File: src/verilog/alu_pkg.sv
`default_nettype none

package alu_pkg;

	// Operand and result width
	localparam int unsigned DATA_WIDTH = 8;

	// Bit counter runs 0 .. DATA_WIDTH-1
	localparam int unsigned CNT_WIDTH = 3;

	// Bit positions of the compare relation code
	localparam int unsigned REL_GT = 0; // a > b
	localparam int unsigned REL_EQ = 1; // a == b
	localparam int unsigned REL_LT = 2; // a < b

	// Opcodes
	typedef enum logic [1:0]
	{
		OP_ADD  = 2'b00,
		OP_SUB  = 2'b01,
		OP_PAR  = 2'b10,
		OP_COMP = 2'b11
	} alu_op_e;

	// Sequencer states
	typedef enum logic [1:0]
	{
		S_IDLE = 2'b00,
		S_RUN  = 2'b01,
		S_DONE = 2'b10
	} seq_state_e;

endpackage

`default_nettype wire

File: src/verilog/alu_serial_if.sv
`timescale 1ns/1ps
`default_nettype none

interface alu_serial_if import alu_pkg::*; ();

	// Sequencer to execution units
	alu_op_e                op;
	logic                   step;   // High on every run cycle
	logic                   first;  // First run cycle only
	logic                   bit_a;  // LSB first
	logic                   bit_b;

	// Execution units back to sequencer
	logic [DATA_WIDTH-1:0]  addsub_result;
	logic                   addsub_flag;
	logic [DATA_WIDTH-1:0]  logic_result;

	modport seq
	(
		output op,
		output step,
		output first,
		output bit_a,
		output bit_b,
		input  addsub_result,
		input  addsub_flag,
		input  logic_result
	);

	modport arith
	(
		input  op,
		input  step,
		input  first,
		input  bit_a,
		input  bit_b,
		output addsub_result,
		output addsub_flag
	);

	modport logic_unit
	(
		input  op,
		input  step,
		input  first,
		input  bit_a,
		input  bit_b,
		output logic_result
	);

endinterface

`default_nettype wire

File: src/verilog/alu_sequencer.sv
`timescale 1ns/1ps
`default_nettype none

module alu_sequencer import alu_pkg::*;
(
	input  wire                     clk,
	input  wire                     rst_n,
	input  wire [DATA_WIDTH-1:0]    alu_data,
	input  wire alu_op_e            opcode_value,
	input  wire                     store_a,
	input  wire                     store_b,
	input  wire                     start,
	output logic                    alu_done,
	output logic [DATA_WIDTH-1:0]   result,
	output logic                    overflow_def,
	alu_serial_if.seq               sif
);

	seq_state_e             state_q;
	seq_state_e             state_d;
	logic [CNT_WIDTH-1:0]   cnt_q;
	alu_op_e                op_q;

	logic [DATA_WIDTH-1:0]  buf_a;
	logic [DATA_WIDTH-1:0]  buf_b;
	logic [DATA_WIDTH-1:0]  shift_a;
	logic [DATA_WIDTH-1:0]  shift_b;

	logic                   idle;
	logic                   running;
	logic                   accept;
	logic                   last_bit;

	logic [DATA_WIDTH-1:0]  sel_result;
	logic                   sel_flag;

	assign idle     = (state_q == S_IDLE);
	assign running  = (state_q == S_RUN);
	assign accept   = idle && start;   // Starts while busy are dropped
	assign last_bit = (cnt_q == CNT_WIDTH'(DATA_WIDTH - 1));

	always_comb
	begin
		state_d = state_q;
		case (state_q)
			S_IDLE:
			begin
				if (start)
					state_d = S_RUN;
			end
			S_RUN:
			begin
				if (last_bit)
					state_d = S_DONE;
			end
			S_DONE:
			begin
				state_d = S_IDLE;
			end
			default:
			begin
				state_d = S_IDLE;
			end
		endcase
	end

	always_ff @(posedge clk or negedge rst_n)
	begin
		if (!rst_n)
		begin
			state_q <= S_IDLE;
			cnt_q   <= '0;
			op_q    <= OP_ADD;
		end
		else
		begin
			state_q <= state_d;
			if (accept)
			begin
				op_q  <= opcode_value;
				cnt_q <= '0;
			end
			else if (running)
				cnt_q <= cnt_q + 1'b1; // Wraps to 0 after last bit
		end
	end

	// Operand buffers, store_a has priority
	always_ff @(posedge clk or negedge rst_n)
	begin
		if (!rst_n)
		begin
			buf_a <= '0;
			buf_b <= '0;
		end
		else if (idle)
		begin
			if (store_a)
				buf_a <= alu_data;
			else if (store_b)
				buf_b <= alu_data;
		end
	end

	// Working copies, shifted right one bit per run cycle
	always_ff @(posedge clk)
	begin
		if (accept)
		begin
			shift_a <= buf_a;
			shift_b <= buf_b;
		end
		else if (running)
		begin
			shift_a <= shift_a >> 1;
			shift_b <= shift_b >> 1;
		end
	end

	assign sif.op    = op_q;
	assign sif.step  = running;
	assign sif.first = running && (cnt_q == '0);
	assign sif.bit_a = shift_a[0];
	assign sif.bit_b = shift_b[0];

	always_comb
	begin
		case (op_q)
			OP_ADD, OP_SUB:
			begin
				sel_result = sif.addsub_result;
				sel_flag   = sif.addsub_flag;
			end
			default:
			begin
				sel_result = sif.logic_result;
				sel_flag   = 1'b0;
			end
		endcase
	end

	// Result and flag stay put until the next operation completes
	always_ff @(posedge clk or negedge rst_n)
	begin
		if (!rst_n)
		begin
			alu_done     <= 1'b0;
			result       <= '0;
			overflow_def <= 1'b0;
		end
		else
		begin
			alu_done <= (state_q == S_DONE);
			if (state_q == S_DONE)
			begin
				result       <= sel_result;
				overflow_def <= sel_flag;
			end
		end
	end

endmodule

`default_nettype wire

File: src/verilog/serial_addsub.sv
`timescale 1ns/1ps
`default_nettype none

module serial_addsub import alu_pkg::*;
(
	input  wire          clk,
	input  wire          rst_n,
	alu_serial_if.arith  sif
);

	logic                   enable;
	logic                   is_sub;
	logic                   cy_in;
	logic                   cy_q;
	logic                   cy_next;
	logic                   res_bit;
	logic                   half;
	logic [DATA_WIDTH-1:0]  res_q;

	assign is_sub = (sif.op == OP_SUB);
	assign enable = sif.step && (sif.op == OP_ADD || is_sub);

	// Carry in and borrow in are always 0 on the first bit
	assign cy_in = sif.first ? 1'b0 : cy_q;

	assign half = sif.bit_a ^ sif.bit_b;

	always_comb
	begin
		res_bit = half ^ cy_in; // Same for sum and difference
		if (is_sub)
		begin
			// Borrow when b plus borrow exceeds a
			cy_next = (~sif.bit_a & sif.bit_b) | (~half & cy_in);
		end
		else
		begin
			cy_next = (sif.bit_a & sif.bit_b) | (half & cy_in);
		end
	end

	always_ff @(posedge clk or negedge rst_n)
	begin
		if (!rst_n)
			cy_q <= 1'b0;
		else if (enable)
			cy_q <= cy_next;
	end

	// New bit enters at the top, word is LSB aligned after the last step
	always_ff @(posedge clk)
	begin
		if (enable)
			res_q <= {res_bit, res_q[DATA_WIDTH-1:1]};
	end

	assign sif.addsub_result = res_q;
	assign sif.addsub_flag   = cy_q;    // Carry out or borrow out

endmodule

`default_nettype wire

File: src/verilog/serial_logic.sv
`timescale 1ns/1ps
`default_nettype none

module serial_logic import alu_pkg::*;
(
	input  wire               clk,
	input  wire               rst_n,
	alu_serial_if.logic_unit  sif
);

	logic [REL_LT:0]        rel_q;
	logic [REL_LT:0]        rel_in;
	logic [REL_LT:0]        rel_next;
	logic [DATA_WIDTH-1:0]  par_q;

	// Relation restarts as equal on the first bit
	always_comb
	begin
		rel_in = rel_q;
		if (sif.first)
		begin
			rel_in         = '0;
			rel_in[REL_EQ] = 1'b1;
		end
	end

	// A differing bit overrides everything below it
	always_comb
	begin
		rel_next = rel_in;
		if (sif.bit_a != sif.bit_b)
		begin
			rel_next = '0;
			if (sif.bit_a)
				rel_next[REL_GT] = 1'b1;
			else
				rel_next[REL_LT] = 1'b1;
		end
	end

	always_ff @(posedge clk or negedge rst_n)
	begin
		if (!rst_n)
		begin
			rel_q         <= '0;
			rel_q[REL_EQ] <= 1'b1;
		end
		else if (sif.step)
			rel_q <= rel_next;
	end

	always_ff @(posedge clk)
	begin
		if (sif.step)
			par_q <= {sif.bit_a ^ sif.bit_b, par_q[DATA_WIDTH-1:1]};
	end

	// Compare code sits in the low bits, zeros above
	assign sif.logic_result = (sif.op == OP_COMP) ? DATA_WIDTH'(rel_q) : par_q;

endmodule

`default_nettype wire

File: src/verilog/alu_top.sv
`timescale 1ns/1ps
`default_nettype none

module alu_top import alu_pkg::*;
(
	input  wire                     clk,
	input  wire                     rst_n,
	input  wire [DATA_WIDTH-1:0]    alu_data,
	input  wire alu_op_e            opcode_value,
	input  wire                     store_a,
	input  wire                     store_b,
	input  wire                     start,
	output wire                     alu_done,
	output wire [DATA_WIDTH-1:0]    result,
	output wire                     overflow_def
);

	alu_serial_if sif ();

	// Buffers, FSM and result select
	alu_sequencer u_seq
	(
		.clk          (clk),
		.rst_n        (rst_n),
		.alu_data     (alu_data),
		.opcode_value (opcode_value),
		.store_a      (store_a),
		.store_b      (store_b),
		.start        (start),
		.alu_done     (alu_done),
		.result       (result),
		.overflow_def (overflow_def),
		.sif          (sif.seq)
	);

	serial_addsub u_addsub
	(
		.clk   (clk),
		.rst_n (rst_n),
		.sif   (sif.arith)
	);

	// Parity and compare
	serial_logic u_logic
	(
		.clk   (clk),
		.rst_n (rst_n),
		.sif   (sif.logic_unit)
	);

endmodule

`default_nettype wire

File: config.mk
export PLATFORM = sky130hd
export DESIGN_NAME = alu_top
export DESIGN_NICKNAME = d
export VERILOG_FILES = /design/src/verilog/alu_pkg.sv /design/src/verilog/alu_serial_if.sv /design/src/verilog/alu_sequencer.sv /design/src/verilog/serial_addsub.sv /design/src/verilog/serial_logic.sv /design/src/verilog/alu_top.sv
export SDC_FILE = /design/constraint.sdc
export NUM_CORES = 1
export LEC_CHECK = 0
export ABC_AREA = 1
export BUFFER_PORTS_ARGS = -buffer_cell sky130_fd_sc_hd__buf_2
export CAP_MARGIN = 20
export CORE_UTILIZATION = 55
export DETAILED_ROUTE_END_ITERATION = 16
export GPL_ROUTABILITY_DRIVEN = 0
export GPL_TIMING_DRIVEN = 1
export PLACE_DENSITY = 0.8
export SLEW_MARGIN = 0
export SYNTH_ARGS = -nofsm -noshare
export SYNTH_HDL_FRONTEND = slang
export SYNTH_SLANG_ARGS = --single-unit
export TNS_END_PERCENT = 100
File: constraint.sdc
create_clock -name clk -period 1.95 [get_ports clk]
set_input_delay 0.0975 -clock clk [delete_from_list [all_inputs] [get_ports clk]]
set_output_delay 0.0975 -clock clk [all_outputs]
set_load 0.03 [all_outputs]
==> results of run 1 <==
## cells in the final DEF (no fill, tap or decap), types with 5 or more instances in the layout
cell,synthesis,layout
clkbuf_8,1,9
edfxtp_1,32,32
ha_1,5,5
nand3_1,22,22
o21ai_1,8,8
dfrtp_1,36,36
o21ai_0,13,13
nor2_1,13,13
inv_1,22,22
buf_2,3,24
nand2_1,108,108
## tightest hold or removal path, cell delays in order
cell and delay (ps):
buf_2 70, nor2_1 30, a21oi_1 100
## state kept, by name (all words and copies together), names as in the netlist
| signal | cells |
|---|---|
| u_addsub.sif.addsub_result | 8 |
| u_seq.shift_a | 8 |
| u_seq.state_q | 2 |
| u_seq.buf_a | 8 |
| u_seq.overflow_def | 1 |
| u_seq.alu_done | 1 |
| u_logic.par_q | 8 |
| u_addsub.sif.addsub_flag | 1 |
| u_logic.rel_q | 3 |
| u_seq.sif.op | 2 |
| u_seq.shift_b | 8 |
| u_seq.result | 8 |
| u_seq.cnt_q | 3 |
| u_seq.buf_b | 8 |
## cell families after synthesis
logic type      synth area share [%]
buf+inv                        5.402
simple gates                   21.61
flops                          65.21
compound gates                 4.235
fa+ha+maj                      3.544
## layout make-up
type,instances,share of cell area (%)
clock buffer,13,4.250
timing repair buffer,30,5.207
multi-input combinational,180,26.03
inverter,25,2.871
clock inverter,3,1.187
tap,70,2.680
sequential,69,57.77
## power groups by stage
stage	Combinational [mW]	Clock [mW]	Sequential, mW
floorplan	1.05	0	2.77
global placement	1.49	0	2.72
detailed placement	1.56	0	2.75
CTS	1.57	1.10	2.73
global route	1.79	1.16	2.79
finish	1.55	1.08	2.73
## final timing paths
check                      depth (start not counted)                             to  slack (ps)                           from
setup reg to reg                                   7  u_addsub.sif.addsub_result[7]         300                 u_seq.cnt_q[0]
hold reg to reg                                    0  u_addsub.sif.addsub_result[0]         450  u_addsub.sif.addsub_result[1]
min in group asynchronous                          2             u_seq.overflow_def         410                          rst_n
max in group asynchronous                          2                u_seq.sif.op[0]        1010                          rst_n
hold / removal                                     3                u_seq.sif.op[1]           8                opcode_value[1]
setup / recovery                                   7  u_addsub.sif.addsub_result[7]         300                 u_seq.cnt_q[0]
## metal layers
metal	vias to the layer above	wire length [um]	GRT usage, %
met3	8	192	6.504
met2	43	2535	33.53
met5	-	0	0
met1	919	2195	24.18
met4	0	54	6.918
li1	966	-	-
## Yosys cell counts
library cell	n
nand3_1	22
inv_2	3
ha_1	5
fa_1	2
buf_6	2
a21oi_1	2
buf_4	1
o21ai_1	8
buf_2	3
nand2_1	108
a21boi_0	1
nor2_1	13
dfrtp_1	36
nor2_4	4
nand3_2	1
nand2_2	1
clkbuf_8	1
dfstp_2	1
inv_1	22
edfxtp_1	32
o21ai_0	13
clkbuf_1	1
==> flow_summary.ini, run 1 <==
[run_status]
run_status = finished clean

[power_and_ir_drop]
power.internal_mw = 3.460
switchingPower_mw = 1.896
power.share.sequential_pct = 50.9
total_power_mw = 5.356
p_leak_nw = 1.614
p_comb_share_pct = 29.0
powerDensity_nw_per_um2 = 1639
peakVddDrop_v = 0.0009427
netSwitchingFraction_pct = 35.40
clkPwrFrac_pct = 20.1

[timing]
finalCriticalPeriod_ps = 1649
finClkSkew_ps = 10.62
tightest_slew_ps = 848.6
finalMaxSlewViolations = 0
rsz0062_at_grt = false
slew_headroom_pct = 43.42
min_period_over_period_pct = 84.56
max_freq_ghz = 0.6065
tns_ps = 0
timing.hold.ws_ps = 8.490
fin_ws_ps = 301.1
hold_viol_final = 0
setup_viol = 0

[placement]
dp.cells = 372
pre_cts_slack_ps = 310.5
dpl_cell_area_um2 = 3070
dp_hpwl_um = 3410
port_buffers = 24

[finish]
nNetsFinal = 337
drive_gt1_share_pct = 15.31
ff_latch_area_um2 = 1888
area_delta_synth_final_pct = 12.88
final_cell_area_um2 = 3268
diodes = 0
fillers = 436
fin_util_pct = 64.40
multi_input_comb_area_um2 = 850.8
stdcell_count = 390

[drt]
viasPerCell = 4.964
via_count = 1936
finalWirelength_um = 4977
drtIter0Drc = 126
drtPass1Iterations = 4
wl_per_cell_um = 12.76
ant_nets = 0
drc = 0

[worst_setup_path]
cp_cell_sequence = inv_1, ha_1, inv_1, nor2_1, nand2_1, nand2_1, fa_1
start_kind = register
crit_type = register to register
worst-path-buf-inv = 2
cpMaxStageDelayCell = fa_1
required_ps = 2020
arrival_ps = 1720
max_stage_delay_ps = 440
crit_fanout = 5
path_delay_family = adder cells
end_kind = register

[floorplan]
die_x_um = 74.56
dieArea_um2 = 5558
die_h_um = 74.56
ios = 25
rows = 26
start_util_pct = 57.05
core_um2 = 5075

[clocking]
cts_made_buffers = 9
clk_latency_ps = 330
cts_hold_buf = 2
htree_levels = 3
cts_resized = 0
cts.sinks = 69
clockRootBuffer = clkbuf_8
clock_path_buffers = 2
cts_tree = done
cts_setup_buffers = 0
path_clk_slew_ps = 70

[global_route]
track_usage_pct = 19.92
grt_pass1_wl_um = 7859
grt_antenna_before_repair = 0
grt_max_degree = 38
grt_pass1_vias = 1727
overflow = 0

[worst_hold_path]
hold_path.class = input port to register

[logic_synthesis]
post-synth-top-area-fraction_pct = 33.19
syn-num-nets = 304
seq_area_frac_synth_pct = 65.21
synth_cells = 282
syn_area_um2 = 2895
yosysUniqueCellTypes = 22
syn_area_per_cell_um2 = 10.27
ys_ff_latch = 69
yosys-top-cells-area = edfxtp_1, dfrtp_1, nand2_1
yosys.area.top_type = edfxtp_1
yosysWarnings = 0

[job]
maxCapViolCount = 0
Power figures use the tool's default switching activity.
==> run 2, diff against run 1 <==
==> constraint.sdc (replaced) <==
create_clock -name clk -period 1.7 [get_ports clk]
set_input_delay 0.085 -clock clk [delete_from_list [all_inputs] [get_ports clk]]
set_output_delay 0.085 -clock clk [all_outputs]
set_load 0.03 [all_outputs]
==> run 2 against run 1 <==
Net effect: core utilization up 2.6 points; power up 16%; sequential share of layout area down 2.2 points; die area unchanged; register-to-register slack worse by 220 ps; final area up 4.1%; flip-flop and latch count unchanged; first-iteration DRC count up 5.6%; critical path type unchanged; largest power group unchanged.
==> flow_summary.ini, run 2 (synthesized netlist as in run 1, its figures left out) <==
[clocking]
path_clk_slew_ps = 70
clockRootBuffer = clkbuf_8
cts_made_buffers = 9
clock_path_buffers = 2
cts_tree = done
clk_latency_ps = 340
htree_levels = 3
cts.sinks = 69

[drt]
finalWirelength_um = 5446
via_count = 1973
wl_met1_um = 2319
drc = 0
dr_wl_met3_um = 217
wl_met2_um = 2845
ant_nets = 0
highest_layer = met4
wl_per_cell_um = 13.55
drtPass1Iterations = 4
viasPerCell = 4.908
drtIter0Drc = 133

[finish]
final_common_cell = nand2_1
fillers = 405
multi_input_comb_area_um2 = 855.8
area_delta_synth_final_pct = 17.46
final_cell_mix = nand2_1, dfrtp_1, edfxtp_1
diodes = 0
final_cell_area_um2 = 3401
fin_util_pct = 67.01
ff_latch_area_um2 = 1889
nNetsFinal = 349
drive_gt1_share_pct = 17.47

[timing]
finalCriticalPeriod_ps = 1618
setup_viol = 0
hold_viol_final = 0
max_freq_ghz = 0.6182
finClkSkew_ps = 5.942
finalMaxSlewViolations = 0
slew_headroom_pct = 57.49
min_period_over_period_pct = 95.15
tightest_slew_ps = 636.9

[floorplan]
rows = 26
die_h_um = 74.56
ios = 25
start_util_pct = 57.05
dieArea_um2 = 5558
core_um2 = 5075
die_x_um = 74.56

[power_and_ir_drop]
peakVddDrop_v = 0.0008953
p_leak_nw = 1.675
powerDensity_nw_per_um2 = 1828

[worst_setup_path]
reg2regPathDepth = 7
end_kind = register
r2r_end = u_addsub.sif.addsub_result[7]
worst-path-buf-inv = 2
crit_fanout = 5
max_stage_delay_ps = 410
r2r_start = u_seq.cnt_q[0]
r2r_slack_ps = 80
cpMaxStageDelayCell = dfrtp_1
arrival_ps = 1700
start_kind = register
cp_cell_sequence = inv_1, ha_1, inv_1, nor2_1, nand2_2, nand2_2, fa_1
required_ps = 1780
cp-startpoint = u_seq.cnt_q[0]
crit_type = register to register
path_delay_family = adder cells

[global_route]
overflow = 0
grt_pass1_wl_um = 8935
grt_antenna_before_repair = 0
grt_max_degree = 21
track_usage_pct = 22.75
grt_pass1_vias = 1961

[worst_hold_path]
hold_end = u_seq.buf_b[3]
worst_hold_startpoint = alu_data[3]
hold_path.class = input port to register
min_path_cells = 3

[run_status]
run_status = finished clean

[placement]
port_buffers = 24
dp_hpwl_um = 3748
dpl_cell_area_um2 = 3107

[job]
maxCapViolCount = 0
## run 2: what timing repair did
item | 4_1_cts | 5_1_grt
hold buffers | 10 | 0
setup buffers | 0 | 1
endpoints found under the hold margin | 25 | 0
gates resized for setup | 0 | 2
endpoints found under the setup margin | 0 | 2
## run 2: through the flow
step	setup WS (ps)	instances	setup TNS (ps)	total power, mW	hold WS [ps]
after floorplan	32.68	282	0	4.389	-210.6
after global placement	112.7	375	0	4.846	57.98
after detailed placement	35.24	375	0	5.005	58.66
after CTS	28.93	401	0	6.256	6.562
after global routing	-10.09	402	-100.8	6.694	20.70
final	82.45	402	0	6.218	18.31
## run 2: worst max-delay path by stage
stage | endpoint | cells past startpoint | slack [ps]
floorplan | u_addsub.sif.addsub_result[7] | 5 | 30
global placement | u_addsub.sif.addsub_result[7] | 7 | 110
detailed placement | u_addsub.sif.addsub_result[7] | 7 | 40
CTS | u_addsub.sif.addsub_result[7] | 7 | 30
global route | u_seq.shift_a[6] | 3 | -10
finish | u_addsub.sif.addsub_result[7] | 7 | 80
## run 2: layout make-up
| type | count | area share (%) |
|---|---|---|
| inverters | 25 | 2.759 |
| well taps | 70 | 2.575 |
| multi-input cells | 180 | 25.17 |
| repair buffers | 42 | 8.609 |
| clock inverters | 1 | 0.1472 |
| clock buffers | 15 | 5.188 |
| flip-flops and latches | 69 | 55.56 |
## run 2: metal layers
metal  up-vias  GRT usage (%)
li1        992              -
met1       925          27.31
met2        50          37.14
met3         6          6.640
met4         0          12.16
met5         -              0
## run 2: worst reg2reg max path, stage by stage (launching register included)
cell	delay [ps]
dfrtp_1	410
inv_1	70
ha_1	140
inv_1	40
nor2_1	100
nand2_2	100
nand2_2	90
fa_1	410
## run 2: power by group
group	internal [mW]	switching, mW	total [mW]	leakage (nW)
registers	2.70	0.440	3.14	0.797
clock network	0.649	0.566	1.22	0.0937
logic	0.646	1.22	1.86	0.784
==> run 3, diff against run 2 <==
--- a/config.mk
+++ b/config.mk
@@ -8,11 +8,13 @@
 export ABC_AREA = 1
 export BUFFER_PORTS_ARGS = -buffer_cell sky130_fd_sc_hd__buf_2
 export CAP_MARGIN = 20
-export CORE_UTILIZATION = 55
+export CELL_PAD_IN_SITES_DETAIL_PLACEMENT = 1
+export CELL_PAD_IN_SITES_GLOBAL_PLACEMENT = 1
+export CORE_UTILIZATION = 46
 export DETAILED_ROUTE_END_ITERATION = 16
 export GPL_ROUTABILITY_DRIVEN = 0
 export GPL_TIMING_DRIVEN = 1
-export PLACE_DENSITY = 0.8
+export PLACE_DENSITY = 0.84
 export SLEW_MARGIN = 0
 export SYNTH_ARGS = -nofsm -noshare
 export SYNTH_HDL_FRONTEND = slang
==> run 3 against run 2 <==
Net effect: combinational power hardly changed; die area increased by 19%; count of clock-buffer cells in the layout unchanged; highest routed layer unchanged; flip-flop and latch count did not move; largest cell class unchanged; sequential share of layout area stayed put; register-to-register slack improved by 20 ps; critical endpoint unchanged; power is 0.60% higher.
==> flow_summary.ini, run 3 (synthesized netlist as in run 1, its figures left out) <==
[finish]
fin_util_pct = 56.77
area_delta_synth_final_pct = 17.46
nNetsFinal = 350
final_cell_area_um2 = 3401
diodes = 0
final_cell_mix = nand2_1, dfrtp_1, edfxtp_1
final_common_cell = nand2_1
drive_gt1_share_pct = 16.82

[timing]
finalCriticalPeriod_ps = 1593
min_period_over_period_pct = 93.68
slew_headroom_pct = 66.07
rsz0062_at_grt = false
tightest_slew_ps = 509.0
fin_ws_ps = 107.4
max_freq_ghz = 0.6279
hold_viol_final = 0
finClkSkew_ps = 7.355
setup_viol = 0
tns_ps = 0
finalMaxSlewViolations = 0

[drt]
via_count = 2013
finalWirelength_um = 5867
wl_per_cell_um = 14.38
ant_nets = 0
drc = 0
viasPerCell = 4.934
dr_wl_met3_um = 166
highest_layer = met4
wl_met1_um = 2562
wl_met2_um = 3022
drtPass1Iterations = 4
drtIter0Drc = 39

[clocking]
clk_latency_ps = 350
clock_path_buffers = 2
htree_levels = 3
path_clk_slew_ps = 70
cts_made_buffers = 9
cts.sinks = 69
cts_tree = done
clockRootBuffer = clkbuf_8
cts_setup_buffers = 0

[worst_setup_path]
start_kind = register
max_stage_delay_ps = 430
cp-startpoint = u_seq.cnt_q[0]
arrival_ps = 1680
crit_type = register to register
crit_end = u_addsub.sif.addsub_result[7]
r2r_slack_ps = 110
required_ps = 1790
reg2regPathDepth = 7
r2r_end = u_addsub.sif.addsub_result[7]
end_kind = register
r2r_start = u_seq.cnt_q[0]
path_common_cell = inv_1
crit_fanout = 4
cpMaxStageDelayCell = fa_1
cp_cell_sequence = inv_1, ha_1, inv_1, nor2_1, nand2_1, nand2_2, fa_1

[floorplan]
ios = 25
rows = 28
core_um2 = 5991
start_util_pct = 48.33
dieArea_um2 = 6615
die_x_um = 81.34
die_h_um = 81.34

[run_status]
run_status = finished clean

[power_and_ir_drop]
powerDensity_nw_per_um2 = 1839
p_leak_nw = 1.671
peakVddDrop_v = 0.0009309

[placement]
dpl_cell_area_um2 = 3108
dp_hpwl_um = 4029
port_buffers = 24
pre_cts_slack_ps = 88.32

[global_route]
grt_pass1_wl_um = 10070
overflow = 0
grt_pass1_vias = 2123
track_usage_pct = 21.22
grt_max_degree = 22
grt_antenna_before_repair = 0

[worst_hold_path]
hold_path.class = input port to register

[job]
maxCapViolCount = 0
-- run 3: changes by cell type in the layout (fill, tap and decap cells not counted), sizes merged --
cell / before / now
dlygate4sd3: 10 / 11
-- run 3: through the flow --
| stage | std cells | hold slack [ps] | power [mW] |
|---|---|---|---|
| after floorplan | 282 | -210.6 | 4.389 |
| final | 408 | 205.0 | 6.255 |
| after CTS | 408 | 196.4 | 6.326 |
| after global placement | 381 | 78.14 | 4.888 |
| after global routing | 408 | 244.7 | 6.767 |
| after detailed placement | 381 | 89.51 | 5.055 |
-- run 3: layout make-up --
class	instances	area [um2]
clock buffer	15	176.4
sequential	69	1889
fill	665	2590
multi-input combinational	180	853.3
tap	75	93.84
clock inverter	1	3.754
inverter	25	93.84
timing repair buffer	43	290.3
-- run 3: power by group --
group	switching, mW	internal (mW)	leakage (nW)	total (mW)
Combinational	1.22	0.655	0.782	1.88
Sequential	0.441	2.70	0.797	3.14
Clock	0.591	0.647	0.0914	1.24
Total	2.25	4.00	1.67	6.26
-- run 3: timing repair --
action,4_1_cts,5_1_grt
hold buffers,11,0
resized for setup,0,1
endpoints found under the setup margin,0,1
endpoints found under the hold margin,33,0
-- run 3: how the worst min path moves through the flow --
stage / startpoint / to / slack, ps / depth (start not counted)
floorplan: rst_n / u_addsub.sif.addsub_flag / -210 / 0
global placement: rst_n / u_seq.result[2] / 80 / 1
detailed placement: rst_n / u_seq.result[0] / 90 / 1
CTS: store_b / u_seq.buf_b[0] / 200 / 3
global route: store_b / u_seq.buf_b[0] / 240 / 3
finish: store_a / u_seq.buf_a[5] / 200 / 4
-- run 3: critical path: cells and delay by family (launching register included) --
kind,cells,cell delay [ps]
simple gates,3,210
buf+inv,2,110
fa+ha+maj,2,610
flops,1,390
-- run 3: layer usage --
metal  track usage [%]  up-vias
met4             8.571        0
met2             36.92       27
met3             5.730       10
li1                  -      995
met1             24.58      981
met5                 0        -
